===== config.mk =====
export PLATFORM = sky130hd
export DESIGN_NAME = controller_standby_i3c
export DESIGN_NICKNAME = d
export VERILOG_FILES = /design/src/common/i3c_rx_pkg.sv /design/src/bus_monitor/bus_monitor.sv /design/src/verilog/bus_rx_flow.sv /design/src/verilog/controller_standby_i3c.sv /design/src/verilog/descriptor_rx.sv /design/src/verilog/target_rx_fsm.sv
export SDC_FILE = /design/constraint.sdc
export NUM_CORES = 1
export LEC_CHECK = 0
export BUFFER_PORTS_ARGS = -buffer_cell sky130_fd_sc_hd__buf_2
export CAP_MARGIN = 20
export CORE_MARGIN = 3
export CORE_UTILIZATION = 35
export CTS_CLUSTER_SIZE = 20
export DETAILED_ROUTE_END_ITERATION = 8
export SETUP_SLACK_MARGIN = 0.15
export SYNTH_ARGS = -nofsm -noshare
export SYNTH_HDL_FRONTEND = slang
export SYNTH_HIERARCHICAL = 1
export SYNTH_SLANG_ARGS = --single-unit

===== constraint.sdc =====
create_clock -name clk_i -period 2.4 [get_ports clk_i]
set_input_delay 0.24 -clock clk_i [delete_from_list [all_inputs] [get_ports clk_i]]
set_output_delay 0.24 -clock clk_i [all_outputs]
set_load 0.005 [all_outputs]

===== src/common/i3c_rx_pkg.sv =====
// Shared widths and types for the I3C standby receive path
package i3c_rx_pkg;

  // Bus and queue widths
  localparam int unsigned AddrWidth = 7;
  localparam int unsigned ByteWidth = 8;
  localparam int unsigned DescWidth = 32;
  localparam int unsigned CountWidth = 16;

  // Address field and RnW bit of the first byte after a START
  typedef struct packed {
    logic [AddrWidth-1:0] addr;
    logic                 rnw;
  } addr_fields_t;

  // Raw view goes to the descriptor, field view drives matching
  typedef union packed {
    logic [ByteWidth-1:0] raw;
    addr_fields_t         fields;
  } addr_byte_u;

  typedef enum logic [2:0] {
    Idle,
    Addr,
    AddrAck,
    Data,
    TBit,
    Ignore
  } rx_state_e;

endpackage


===== src/bus_monitor/bus_monitor.sv =====
// Bus monitor, synchronizes SCL and SDA and flags edges and START, Sr and STOP
`timescale 1ns/10ps

module bus_monitor #(
  parameter int unsigned SyncStages = 2
) (
  input  logic clk_i,
  input  logic rst_ni,
  input  logic enable_i,
  input  logic scl_i,
  input  logic sda_i,
  output logic scl_posedge_o,
  output logic scl_negedge_o,
  output logic sda_o,
  output logic start_o,
  output logic rstart_o,
  output logic stop_o
);

  logic [SyncStages-1:0] scl_sync;
  logic [SyncStages-1:0] sda_sync;
  logic scl_q;
  logic sda_q;
  logic scl_prev;
  logic sda_prev;
  logic scl_high;
  logic sda_fall;
  logic sda_rise;
  logic bus_busy;

  // Idle bus is high, so the chain resets to ones
  always_ff @(posedge clk_i or negedge rst_ni) begin
    if (!rst_ni) begin
      scl_sync <= '1;
      sda_sync <= '1;
      scl_prev <= 1'b1;
      sda_prev <= 1'b1;
    end else begin
      scl_sync[0] <= scl_i;
      sda_sync[0] <= sda_i;
      for (int i = 1; i < SyncStages; i++) begin
        scl_sync[i] <= scl_sync[i-1];
        sda_sync[i] <= sda_sync[i-1];
      end
      scl_prev <= scl_q;
      sda_prev <= sda_q;
    end
  end

  assign scl_q = scl_sync[SyncStages-1];
  assign sda_q = sda_sync[SyncStages-1];

  assign scl_high = scl_q & scl_prev;
  assign sda_fall = sda_prev & ~sda_q;
  assign sda_rise = ~sda_prev & sda_q;

  // Lines up with the registered strobes below
  assign sda_o = sda_prev;

  always_ff @(posedge clk_i or negedge rst_ni) begin
    if (!rst_ni) begin
      scl_posedge_o <= 1'b0;
      scl_negedge_o <= 1'b0;
      start_o       <= 1'b0;
      rstart_o      <= 1'b0;
      stop_o        <= 1'b0;
      bus_busy      <= 1'b0;
    end else if (!enable_i) begin
      scl_posedge_o <= 1'b0;
      scl_negedge_o <= 1'b0;
      start_o       <= 1'b0;
      rstart_o      <= 1'b0;
      stop_o        <= 1'b0;
      bus_busy      <= 1'b0;
    end else begin
      scl_posedge_o <= scl_q & ~scl_prev;
      scl_negedge_o <= ~scl_q & scl_prev;
      start_o       <= scl_high & sda_fall & ~bus_busy;
      rstart_o      <= scl_high & sda_fall & bus_busy;
      stop_o        <= scl_high & sda_rise;
      // Busy from START until STOP separates Sr from START
      if (scl_high && sda_fall) begin
        bus_busy <= 1'b1;
      end else if (scl_high && sda_rise) begin
        bus_busy <= 1'b0;
      end
    end
  end

endmodule


===== src/verilog/bus_rx_flow.sv =====
// Bus RX flow, shifts SDA in on SCL rising edges and reports bytes and single bits
`timescale 1ns/10ps

module bus_rx_flow (
  input  logic                            clk_i,
  input  logic                            rst_ni,
  input  logic                            scl_posedge_i,
  input  logic                            sda_i,
  input  logic                            restart_i,
  input  logic                            req_byte_i,
  input  logic                            req_bit_i,
  output logic [i3c_rx_pkg::ByteWidth-1:0] data_o,
  output logic                            done_o
);
  import i3c_rx_pkg::*;

  localparam int unsigned CntWidth = $clog2(ByteWidth);
  localparam logic [CntWidth-1:0] LastBit = CntWidth'(ByteWidth - 1);

  logic [ByteWidth-1:0] shift_q;
  logic [CntWidth-1:0] bit_cnt;
  logic req_active;
  logic last_bit;

  assign req_active = req_byte_i | req_bit_i;

  // A bit request completes on its first sample
  assign last_bit = req_bit_i | (bit_cnt == LastBit);

  // MSB first, the current sample lands in bit 0
  assign data_o = {shift_q[ByteWidth-2:0], sda_i};
  assign done_o = scl_posedge_i & req_active & last_bit;

  always_ff @(posedge clk_i) begin
    if (scl_posedge_i) begin
      shift_q <= data_o;
    end
  end

  always_ff @(posedge clk_i or negedge rst_ni) begin
    if (!rst_ni) begin
      bit_cnt <= '0;
    end else if (restart_i || !req_active || done_o) begin
      bit_cnt <= '0;
    end else if (scl_posedge_i) begin
      bit_cnt <= bit_cnt + 1'b1;
    end
  end

endmodule


===== src/verilog/controller_standby_i3c.sv =====
// I3C standby target receive path, top level
`timescale 1ns/10ps

module controller_standby_i3c #(
  parameter int unsigned SyncStages  = 2,
  parameter int unsigned RxDescWidth = i3c_rx_pkg::DescWidth
) (
  input  logic                            clk_i,
  input  logic                            rst_ni,
  input  logic                            i3c_standby_en_i,
  input  logic                            ctrl_scl_i,
  input  logic                            ctrl_sda_i,
  output logic                            ctrl_sda_o,
  input  logic [i3c_rx_pkg::AddrWidth-1:0] target_sta_addr_i,
  input  logic [i3c_rx_pkg::AddrWidth-1:0] target_dyn_addr_i,
  input  logic                            target_sta_addr_valid_i,
  input  logic                            target_dyn_addr_valid_i,
  output logic                            bus_start_o,
  output logic                            bus_rstart_o,
  output logic                            bus_stop_o,
  output logic                            parity_err_o,
  input  logic                            rx_queue_full_i,
  output logic                            rx_queue_wvalid_o,
  output logic [i3c_rx_pkg::ByteWidth-1:0] rx_queue_wdata_o,
  output logic                            rx_desc_queue_wvalid_o,
  output logic [RxDescWidth-1:0]          rx_desc_queue_wdata_o
);
  import i3c_rx_pkg::*;

  logic scl_posedge;
  logic scl_negedge;
  logic sda_sync;
  logic bus_restart;
  logic rx_req_byte;
  logic rx_req_bit;
  logic rx_done;
  logic [ByteWidth-1:0] rx_data;
  logic xfer_begin;
  addr_byte_u addr_byte;
  logic byte_valid;
  logic [ByteWidth-1:0] rx_byte;
  logic xfer_end;

  assign bus_restart = bus_start_o | bus_rstart_o;

  bus_monitor #(
    .SyncStages(SyncStages)
  ) xbus_monitor (
    .clk_i,
    .rst_ni,
    .enable_i     (i3c_standby_en_i),
    .scl_i        (ctrl_scl_i),
    .sda_i        (ctrl_sda_i),
    .scl_posedge_o(scl_posedge),
    .scl_negedge_o(scl_negedge),
    .sda_o        (sda_sync),
    .start_o      (bus_start_o),
    .rstart_o     (bus_rstart_o),
    .stop_o       (bus_stop_o)
  );

  bus_rx_flow xbus_rx_flow (
    .clk_i,
    .rst_ni,
    .scl_posedge_i(scl_posedge),
    .sda_i        (sda_sync),
    .restart_i    (bus_restart),
    .req_byte_i   (rx_req_byte),
    .req_bit_i    (rx_req_bit),
    .data_o       (rx_data),
    .done_o       (rx_done)
  );

  target_rx_fsm xtarget_rx_fsm (
    .clk_i,
    .rst_ni,
    .enable_i        (i3c_standby_en_i),
    .start_i         (bus_start_o),
    .rstart_i        (bus_rstart_o),
    .stop_i          (bus_stop_o),
    .scl_negedge_i   (scl_negedge),
    .rx_done_i       (rx_done),
    .rx_data_i       (rx_data),
    .rx_req_byte_o   (rx_req_byte),
    .rx_req_bit_o    (rx_req_bit),
    .sta_addr_i      (target_sta_addr_i),
    .dyn_addr_i      (target_dyn_addr_i),
    .sta_addr_valid_i(target_sta_addr_valid_i),
    .dyn_addr_valid_i(target_dyn_addr_valid_i),
    .sda_o           (ctrl_sda_o),
    .xfer_begin_o    (xfer_begin),
    .addr_byte_o     (addr_byte),
    .byte_valid_o    (byte_valid),
    .byte_o          (rx_byte),
    .xfer_end_o      (xfer_end),
    .parity_err_o    (parity_err_o)
  );

  descriptor_rx #(
    .RxDescWidth(RxDescWidth)
  ) xdescriptor_rx (
    .clk_i,
    .rst_ni,
    .xfer_begin_i          (xfer_begin),
    .addr_byte_i           (addr_byte),
    .byte_valid_i          (byte_valid),
    .byte_i                (rx_byte),
    .parity_err_i          (parity_err_o),
    .xfer_end_i            (xfer_end),
    .rx_queue_full_i       (rx_queue_full_i),
    .rx_queue_wvalid_o     (rx_queue_wvalid_o),
    .rx_queue_wdata_o      (rx_queue_wdata_o),
    .rx_desc_queue_wvalid_o(rx_desc_queue_wvalid_o),
    .rx_desc_queue_wdata_o (rx_desc_queue_wdata_o)
  );

endmodule


===== src/verilog/descriptor_rx.sv =====
// RX descriptor writer, pushes data bytes and one closing descriptor per write
`timescale 1ns/10ps

module descriptor_rx #(
  parameter int unsigned RxDescWidth = i3c_rx_pkg::DescWidth
) (
  input  logic                            clk_i,
  input  logic                            rst_ni,
  input  logic                            xfer_begin_i,
  input  i3c_rx_pkg::addr_byte_u          addr_byte_i,
  input  logic                            byte_valid_i,
  input  logic [i3c_rx_pkg::ByteWidth-1:0] byte_i,
  input  logic                            parity_err_i,
  input  logic                            xfer_end_i,
  input  logic                            rx_queue_full_i,
  output logic                            rx_queue_wvalid_o,
  output logic [i3c_rx_pkg::ByteWidth-1:0] rx_queue_wdata_o,
  output logic                            rx_desc_queue_wvalid_o,
  output logic [RxDescWidth-1:0]          rx_desc_queue_wdata_o
);
  import i3c_rx_pkg::*;

  logic [ByteWidth-1:0] addr_raw_q;
  logic [CountWidth-1:0] byte_cnt_q;
  logic overflow_q;
  logic parity_q;
  logic [DescWidth-1:0] desc_word;

  always_comb begin
    desc_word                   = '0;
    desc_word[31:24]            = addr_raw_q;
    desc_word[17]               = parity_q;
    desc_word[16]               = overflow_q;
    desc_word[CountWidth-1:0]   = byte_cnt_q;
  end

  always_ff @(posedge clk_i) begin
    if (xfer_begin_i) begin
      addr_raw_q <= addr_byte_i.raw;
    end
  end

  always_ff @(posedge clk_i or negedge rst_ni) begin
    if (!rst_ni) begin
      rx_queue_wvalid_o      <= 1'b0;
      rx_queue_wdata_o       <= '0;
      rx_desc_queue_wvalid_o <= 1'b0;
      rx_desc_queue_wdata_o  <= '0;
      byte_cnt_q             <= '0;
      overflow_q             <= 1'b0;
      parity_q               <= 1'b0;
    end else begin
      rx_queue_wvalid_o      <= 1'b0;
      rx_desc_queue_wvalid_o <= 1'b0;
      if (byte_valid_i) begin
        // A full queue drops the byte and marks the transfer
        if (!rx_queue_full_i) begin
          rx_queue_wvalid_o <= 1'b1;
          rx_queue_wdata_o  <= byte_i;
          byte_cnt_q        <= byte_cnt_q + 1'b1;
        end else begin
          overflow_q <= 1'b1;
        end
      end
      if (parity_err_i) begin
        parity_q <= 1'b1;
      end
      if (xfer_end_i) begin
        rx_desc_queue_wvalid_o <= 1'b1;
        rx_desc_queue_wdata_o  <= RxDescWidth'(desc_word);
      end
      if (xfer_end_i || xfer_begin_i) begin
        byte_cnt_q <= '0;
        overflow_q <= 1'b0;
        parity_q   <= 1'b0;
      end
    end
  end

endmodule


===== src/verilog/target_rx_fsm.sv =====
// Target RX FSM, matches the address, drives the ACK and checks data T-bits
`timescale 1ns/10ps

module target_rx_fsm (
  input  logic                            clk_i,
  input  logic                            rst_ni,
  input  logic                            enable_i,
  input  logic                            start_i,
  input  logic                            rstart_i,
  input  logic                            stop_i,
  input  logic                            scl_negedge_i,
  input  logic                            rx_done_i,
  input  logic [i3c_rx_pkg::ByteWidth-1:0] rx_data_i,
  output logic                            rx_req_byte_o,
  output logic                            rx_req_bit_o,
  input  logic [i3c_rx_pkg::AddrWidth-1:0] sta_addr_i,
  input  logic [i3c_rx_pkg::AddrWidth-1:0] dyn_addr_i,
  input  logic                            sta_addr_valid_i,
  input  logic                            dyn_addr_valid_i,
  output logic                            sda_o,
  output logic                            xfer_begin_o,
  output i3c_rx_pkg::addr_byte_u          addr_byte_o,
  output logic                            byte_valid_o,
  output logic [i3c_rx_pkg::ByteWidth-1:0] byte_o,
  output logic                            xfer_end_o,
  output logic                            parity_err_o
);
  import i3c_rx_pkg::*;

  rx_state_e state_q;
  addr_byte_u rx_addr;
  logic [ByteWidth-1:0] data_q;
  logic addr_match;
  logic tbit_ok;
  logic in_write;

  assign rx_addr.raw = rx_data_i;

  // Dynamic address takes over once assigned; reads are never acknowledged
  assign addr_match = ~rx_addr.fields.rnw &
                      (dyn_addr_valid_i ? (rx_addr.fields.addr == dyn_addr_i)
                                        : (sta_addr_valid_i &
                                           (rx_addr.fields.addr == sta_addr_i)));

  // Odd parity over the data byte and its T-bit
  assign tbit_ok = ^{data_q, rx_data_i[0]};

  assign in_write = (state_q == Data) || (state_q == TBit);

  assign rx_req_byte_o = (state_q == Addr) || (state_q == Data);
  assign rx_req_bit_o  = (state_q == TBit);

  always_ff @(posedge clk_i or negedge rst_ni) begin
    if (!rst_ni) begin
      state_q      <= Idle;
      sda_o        <= 1'b1;
      xfer_begin_o <= 1'b0;
      byte_valid_o <= 1'b0;
      xfer_end_o   <= 1'b0;
      parity_err_o <= 1'b0;
    end else begin
      xfer_begin_o <= 1'b0;
      byte_valid_o <= 1'b0;
      xfer_end_o   <= 1'b0;
      parity_err_o <= 1'b0;
      if (!enable_i) begin
        state_q <= Idle;
        sda_o   <= 1'b1;
      end else if (start_i || rstart_i || stop_i) begin
        xfer_end_o <= (rstart_i | stop_i) & in_write;
        state_q    <= stop_i ? Idle : Addr;
        sda_o      <= 1'b1;
      end else begin
        unique case (state_q)
          Addr: begin
            if (rx_done_i) begin
              state_q <= addr_match ? AddrAck : Ignore;
            end
          end
          AddrAck: begin
            // First falling edge pulls SDA low, the second one releases it
            if (scl_negedge_i) begin
              if (sda_o) begin
                sda_o        <= 1'b0;
                xfer_begin_o <= 1'b1;
              end else begin
                sda_o   <= 1'b1;
                state_q <= Data;
              end
            end
          end
          Data: begin
            if (rx_done_i) begin
              state_q <= TBit;
            end
          end
          TBit: begin
            if (rx_done_i) begin
              byte_valid_o <= 1'b1;
              parity_err_o <= ~tbit_ok;
              state_q      <= Data;
            end
          end
          default: begin
          end
        endcase
      end
    end
  end

  always_ff @(posedge clk_i) begin
    if (rx_done_i) begin
      if (state_q == Addr) begin
        addr_byte_o <= rx_addr;
      end
      if (state_q == Data) begin
        data_q <= rx_data_i;
      end
      if (state_q == TBit) begin
        byte_o <= data_q;
      end
    end
  end

endmodule

==> results of run 1 <==
-- how the worst max path moves through the flow --
stage | from | to
after global placement | xtarget_rx_fsm/state_q[0]$_DFFE_PN0P_ | xtarget_rx_fsm/state_q[0]$_DFFE_PN0P_
after global routing | xtarget_rx_fsm/state_q[1]$_DFFE_PN0P_ | xtarget_rx_fsm/state_q[0]$_DFFE_PN0P_
final | xtarget_rx_fsm/state_q[1]$_DFFE_PN0P_ | xtarget_rx_fsm/state_q[0]$_DFFE_PN0P_
after detailed placement | xtarget_rx_fsm/state_q[0]$_DFFE_PN0P_ | xtarget_rx_fsm/state_q[0]$_DFFE_PN0P_
after CTS | xtarget_rx_fsm/state_q[0]$_DFFE_PN0P_ | xtarget_rx_fsm/state_q[0]$_DFFE_PN0P_
after floorplan | xtarget_rx_fsm/state_q[0]$_DFFE_PN0P_ | xtarget_rx_fsm/parity_err_o$_DFF_PN0_
-- cell usage after synthesis (all sizes together) (3+ instances only) --
library cell / number
and2: 7
nor3: 3
edfxtp: 39
nand2: 37
buf: 12
dfrtp: 70
xor2: 16
clkbuf: 4
mux2: 27
a211oi: 5
dfstp: 7
nor3b: 3
xnor2: 16
a21oi: 13
a22o: 3
or4: 3
or2: 3
nor2: 25
nand2b: 3
ha: 3
nand3: 5
nor2b: 6
nand4: 6
o21ai: 7
o31ai: 3
-- metal layers --
layer  up-vias  global-route usage [%]  wire [um]
met4         0                   5.038         83
li1       1409                       -          -
met2        57                   20.44       4251
met5         -                       0          0
met1      1369                   15.22       3957
met3         8                   3.364        348
-- worst max-delay path, stage by stage (launching register included) --
cell and delay [ns]:
dfrtp_1 0.50, nor2_1 0.15, and2_1 0.18, a21oi_1 0.05, nor2b_1 0.29, nand2b_1 0.18, nand2_1 0.12, a21oi_1 0.07
o41ai_1 0.31, a31oi_1 0.08
-- cell type report --
type / instances / area [um^2]
Fill cell: 1184 / 7023
Sequential cell: 116 / 3108
Multi-Input combinational cell: 225 / 1554
Clock buffer: 21 / 450.4
Timing Repair Buffer: 73 / 415.4
Tap cell: 172 / 215.2
Clock inverter: 11 / 157.7
Inverter: 1 / 3.754
-- what timing repair did --
action / in CTS / in global routing
resized for setup: 0 / 1
endpoints found under the setup margin: 0 / 1
endpoints found under the hold margin: 48 / 0
hold buffers: 3 / 0
-- sequential cells by signal, summed over array words and instances, names as in the netlist, 2 cells and up --
name,count
xdescriptor_rx/rx_queue_wdata_o,8
xdescriptor_rx/byte_cnt_q,16
xbus_monitor/scl_sync,2
xdescriptor_rx/rx_desc_queue_wdata_o,26
xbus_rx_flow/bit_cnt,3
xbus_monitor/sda_sync,2
xtarget_rx_fsm/data_q,8
xtarget_rx_fsm/addr_byte_o,8
xbus_rx_flow/shift_q,7
xdescriptor_rx/addr_raw_q,8
xtarget_rx_fsm/state_q,3
xtarget_rx_fsm/byte_o,8
-- power breakdown --
group	leakage, nW	switching, mW	internal, mW
logic	0.986	0.0588	0.0522
clock network	0.292	0.820	1.75
registers	1.36	0.0251	2.07
total	2.64	0.904	3.87
-- cells by family after synthesis --
| group | synth area share [%] |
|---|---|
| DFF | 65.57 |
| and+or+nand+nor | 13.20 |
| AOI/OAI and AO/OA | 5.994 |
| xor gates and xnor gates | 5.915 |
| muxes | 6.417 |
| buffers and inverters | 2.033 |
| adders and majority gates | 0.7923 |
| other | 0.07914 |
-- cell usage in the layout, fill, tap and decap left out, types with 3 or more instances in the layout --
cell type      Yosys  layout
o31ai_1            3       3
nor3_1             3       3
ha_1               3       3
nand2_1           37      37
xor2_1            16      16
and2_1             7       7
nand3_1            4       4
or4_1              3       3
dfrtp_1           70      69
nor2_1            25      25
clkbuf_1           4       3
bufinv_16          0       4
edfxtp_1          39      39
buf_2              2      61
dfstp_2            7       7
conb_1             1       6
nor2b_1            6       6
buf_4              8       8
nand4_1            6       6
dlygate4sd3_1      0       3
a211oi_1           5       5
clkinv_2           0       3
a21oi_1           13      13
o21ai_0            6       6
clkbuf_16          0      17
mux2_2            27      27
xnor2_1           16      16
-- per-stage QoR --
| step | total power [mW] | instance area, um^2 | utilization [%] |
|---|---|---|---|
| floorplan | 2.178 | 4757 | - |
| global placement | 2.237 | 5265 | 40.73 |
| global route | 4.936 | 5904 | 45.67 |
| finish | 4.776 | 5904 | 45.67 |
| CTS | 4.835 | 5903 | 45.66 |
| detailed placement | 2.241 | 5265 | 40.73 |
==> flow_metrics.env, run 1 <==
export IMPL_status="finished, final reports clean"
export IMPL_async_flop_share_pct=66.38
export IMPL_layout_setup_ws_ns=0.3496
export IMPL_hold_end="xbus_monitor/bus_busy$_DFFE_PN0P_"
export IMPL_dpl_cell_count=584
export IMPL_drc_errors=0
export IMPL_hold_violations=0
export IMPL_drv_slew=0
export IMPL_antenna_found_initial=0
export IMPL_cts_buffers=17
export IMPL_avgSynthCellArea_um2=13.42
export IMPL_dpl_hpwl_um=6060
export IMPL_rsz0062_at_grt="no"
export IMPL_drt_first_iter_violations=133
export IMPL_layout_cells_non_filler=619
export IMPL_fin_crit_sh_pct=85.43
export IMPL_first_pass_iters=4
export IMPL_r2r_start="xtarget_rx_fsm/state_q[1]$_DFFE_PN0P_"
export IMPL_reg2regPathDepth=9
export IMPL_rr_endpoint="xtarget_rx_fsm/state_q[0]$_DFFE_PN0P_"
export IMPL_place_gp_congestion=0.7613
export IMPL_grt_pass1_vias=2927
export IMPL_place_ws_ns=0.3130
export IMPL_power_density_mw_per_mm2=808.9
export IMPL_die_h_um=122.4
export IMPL_area_delta_synth_final_pct=24.61
export IMPL_clk_latency_ns=0.40
export IMPL_min_from="i3c_standby_en_i"
export IMPL_initial_core_util_pct=36.65
export IMPL_path_max_fanout=10
export IMPL_ys_seq_area_share_pct=65.57
export IMPL_track_usage_pct=12.31
export IMPL_die_area_mm2=0.01497
export IMPL_postCtsSetupBuffers=0
export IMPL_vias=2843
export IMPL_grt_overflow=0
export IMPL_coreArea_mm2=0.01293
export IMPL_grt_first_pass_wirelength_um=14320
export IMPL_tns_ns=0
export IMPL_clk_path_buf_depth=2
export IMPL_yosysWarnings=6
export IMPL_whs_ns=0.1293
export IMPL_power_leakage_nw=2.641
export IMPL_synthFlopType="dfrtp_1"
export IMPL_final_nets=459
export IMPL_synthDistinctLibCells=58
export IMPL_n_antenna_cell=0
export IMPL_viasPerCell=4.593
export IMPL_r2r_setup_slack_ns=0.35
export IMPL_routed_wl_um=8641
export IMPL_cts_tree="yes"
export IMPL_clk_pin_slew_worst_paths_ns=0.05
export IMPL_routedWlPerCell_um=13.96
export IMPL_worstSetupStartpointType="flop"
export IMPL_syn_cell_area_mm2=0.004738
export IMPL_yosys_area_top_type="dfrtp_1"
export IMPL_port_buffers=62
export IMPL_yosys_area_top_type_share_pct=36.97
export IMPL_fin_worst_skew_ns=0.006379
export IMPL_grt_max_degree=48
export IMPL_ant_nets=0
export IMPL_worst_pin_slew_ns=0.5959
export IMPL_htree_levels=4
export IMPL_holdPathStages=2
export IMPL_crit_arrival_ns=2.31
export IMPL_maxCapViolCount=0
export IMPL_synth_cells=353
export IMPL_setup_viol_count_final=0
export IMPL_peakVddDrop_uv=473.5
export IMPL_relSlewSlack_pct=60.27
export IMPL_critPathKind="flop to flop"
export IMPL_row_count=41
export IMPL_crit_path_end_kind="flop"
export IMPL_die_x_um=122.4
export IMPL_synth_seq_cells=116
export IMPL_cts_num_sinks=116
export IMPL_synth_edf_count=39
export IMPL_fmax_mhz=487.7
export IMPL_worstPathRequired_ns=2.66
export IMPL_synth_area_top_cells="dfrtp_1 37%, edfxtp_1 25%, mux2_2 6.4%, dfstp_2 3.9%, xnor2_1 3.0%"
export IMPL_drive_above_1_share_pct=33.33
export IMPL_ios=69
export IMPL_final_min_clock_period_ns=2.050
export IMPL_root_buffer="clkbuf_16"
export IMPL_hp_class="primary input to flop"
(Power assumes the default switching activity.)
==> run 2: changes to the inputs <==
==> constraint.sdc (replaced) <==
create_clock -name clk_i -period 2.4 [get_ports clk_i]
set_input_delay 0.12 -clock clk_i [delete_from_list [all_inputs] [get_ports clk_i]]
set_output_delay 0.12 -clock clk_i [all_outputs]
set_load 0.005 [all_outputs]
==> flow_metrics.env, run 2 (synthesis gave the netlist of run 1 again) <==
export IMPL_crit_path_end_kind="flop"
export IMPL_p_switching_mw=0.8680
export IMPL_worstSetupStartpointType="flop"
export IMPL_routed_wl_um=8525
export IMPL_grt_max_degree=78
export IMPL_routedWlPerCell_um=13.75
export IMPL_clkPwrFrac_pct=51.8
export IMPL_clk_pin_slew_worst_paths_ns=0.05
export IMPL_setup_viol_count_final=0
export IMPL_grt_first_pass_wirelength_um=14310
export IMPL_port_buffers=62
export IMPL_combinationalPowerShare_pct=2.5
export IMPL_critPathSlowestCell="dfrtp_1"
export IMPL_cts_tree="yes"
export IMPL_regMostFlops="xdescriptor_rx/rx_desc_queue_wdata_o"
export IMPL_crit_chain="nor2_1 > and2_1 > a21oi_1 > nor2b_2 > nand2b_1 > nand2_1 > a21oi_1 > o41ai_1 > a31oi_1"
export IMPL_antenna_found_initial=0
export IMPL_path_max_fanout=10
export IMPL_grt_pass1_vias=2973
export IMPL_dpl_hpwl_um=5916
export IMPL_status="finished, final reports clean"
export IMPL_drv_slew=0
export IMPL_place_ws_ns=0.3265
export IMPL_die_x_um=122.4
export IMPL_drive_above_1_share_pct=32.81
export IMPL_final_cell_mix="69 x dfrtp_1, 61 x buf_2, 39 x edfxtp_1"
export IMPL_critPathKind="flop to flop"
export IMPL_largest_register_ffs=26
export IMPL_cts_num_sinks=116
export IMPL_r2r_setup_slack_ns=0.43
export IMPL_critPathMostFrequentCell="a21oi_1"
export IMPL_final_min_clock_period_ns=1.974
export IMPL_grt_overflow=0
export IMPL_peakVddDrop_uv=694.9
export IMPL_ios=69
export IMPL_first_pass_iters=4
export IMPL_viasPerCell=4.690
export IMPL_tns_ns=0
export IMPL_cts_buffers=17
export IMPL_final_nets=460
export IMPL_htree_levels=4
export IMPL_p_int_mw=3.718
export IMPL_row_count=41
export IMPL_power_leakage_nw=2.635
export IMPL_clk_path_buf_depth=2
export IMPL_fmax_mhz=506.6
export IMPL_swShare_pct=18.93
export IMPL_rsz0062_at_grt="no"
export IMPL_fin_worst_skew_ns=0.005534
export IMPL_maxCapViolCount=0
export IMPL_layout_commonest_cell="dfrtp_1"
export IMPL_die_area_mm2=0.01497
export IMPL_fill_cells=1184
export IMPL_initial_core_util_pct=36.65
export IMPL_layout_setup_ws_ns=0.4262
export IMPL_die_h_um=122.4
export IMPL_place_gp_congestion=0.8086
export IMPL_top_regs="xdescriptor_rx/rx_desc_queue_wdata_o (26), xdescriptor_rx/byte_cnt_q (16)"
export IMPL_power_density_mw_per_mm2=778.5
export IMPL_hp_class="primary input to async pin"
export IMPL_ant_nets=0
export IMPL_hold_violations=0
export IMPL_crit_arrival_ns=2.25
export IMPL_cp_slowest_stage_delay_ns=0.49
export IMPL_seqPwrFrac_pct=45.7
export IMPL_root_buffer="clkbuf_16"
export IMPL_coreArea_mm2=0.01293
export IMPL_n_antenna_cell=0
export IMPL_clk_latency_ns=0.40
export IMPL_worstPathRequired_ns=2.68
export IMPL_area_delta_synth_final_pct=24.32
export IMPL_vias=2908
export IMPL_track_usage_pct=12.56
export IMPL_drc_errors=0
export IMPL_fin_crit_sh_pct=82.24
export IMPL_drt_first_iter_violations=115
-- run 2: cell count changes in the layout (fill, tap and decap cells not counted), moves of 2 or more --
cell           before  now
clkinvlp_4          2    0
clkbuf_1            3    7
bufinv_16           4    1
clkinv_1            2    0
clkbuf_8            1    4
dlygate4sd3_1       3    5
-- run 2: layout make-up --
| type | instances | area (um^2) | share of cell area [%] |
|---|---|---|---|
| flip-flops and latches | 116 | 3108 | 52.76 |
| clock inverters | 3 | 40.04 | 0.6797 |
| repair buffers | 74 | 435.4 | 7.392 |
| well taps | 172 | 215.2 | 3.653 |
| multi-input cells | 225 | 1556 | 26.42 |
| clock buffers | 29 | 531.8 | 9.027 |
| inverters | 1 | 3.754 | 0.06372 |
-- run 2: timing repair --
action	4_1_cts	5_1_grt
setup endpoints to repair	0	11
setup buffers	0	0
hold buffers	5	0
hold endpoints to repair	76	0
resized for setup	0	2
-- run 2: critical path, delay by kind of cell (launching register included) --
kind             cells  cell delay [ns]
AO/OA/AOI/OAI        4             0.52
flip-flops           1             0.49
AND/OR/NAND/NOR      5             0.83
-- run 2: per-layer routing --
layer  global-route usage (%)  wire, um  part of all wire (%)  vias up
met5                        0         0                     0        -
met4                    5.948       178                   2.1        0
met3                    4.562       384                   4.5       16
met2                    20.16      4164                    49       63
met1                    15.05      3798                    45     1417
li1                         -         -                     -     1412
-- run 2: power by group through the flow --
stage | Sequential, mW | Combinational, mW | Clock [mW]
2_1_floorplan | 2.12 | 0.0555 | 0
3_3_place_gp | 2.13 | 0.104 | 0
3_5_place_dp | 2.13 | 0.106 | 0
4_1_cts | 2.10 | 0.113 | 2.44
5_1_grt | 2.10 | 0.133 | 2.53
6_report | 2.10 | 0.115 | 2.37
-- run 2: through the flow --
stage / util [%] / hold WS [ns] / total power [mW] / area [um^2] / std cells
after floorplan: - / -0.1756 / 2.178 / 4757 / 358
after global placement: 40.51 / 0.2247 / 2.233 / 5238 / 582
after detailed placement: 40.51 / 0.2288 / 2.237 / 5238 / 582
after CTS: 45.33 / 0.09961 / 4.648 / 5859 / 619
after global routing: 45.57 / 0.06784 / 4.764 / 5891 / 620
final: 45.57 / 0.07437 / 4.586 / 5891 / 620
-- run 2: path summary, 6_finish.rpt --
kind | start | end | depth (start not counted)
worst max-delay path | xtarget_rx_fsm/state_q[1]$_DFFE_PN0P_ | xtarget_rx_fsm/state_q[0]$_DFFE_PN0P_ | 9
worst min-delay path | rst_ni | xdescriptor_rx/rx_desc_queue_wdata_o[1]$_DFFE_PN0P_ | 2
worst max register to register | xtarget_rx_fsm/state_q[1]$_DFFE_PN0P_ | xtarget_rx_fsm/state_q[0]$_DFFE_PN0P_ | 9
worst min register to register | xbus_monitor/scl_sync[0]$_DFF_PN1_ | xbus_monitor/scl_sync[1]$_DFF_PN1_ | 0
max in group asynchronous | rst_ni | xtarget_rx_fsm/sda_o$_DFFE_PN1P_ | 3
min in group clk_i | target_dyn_addr_valid_i | xtarget_rx_fsm/state_q[2]$_DFFE_PN0P_ | 4
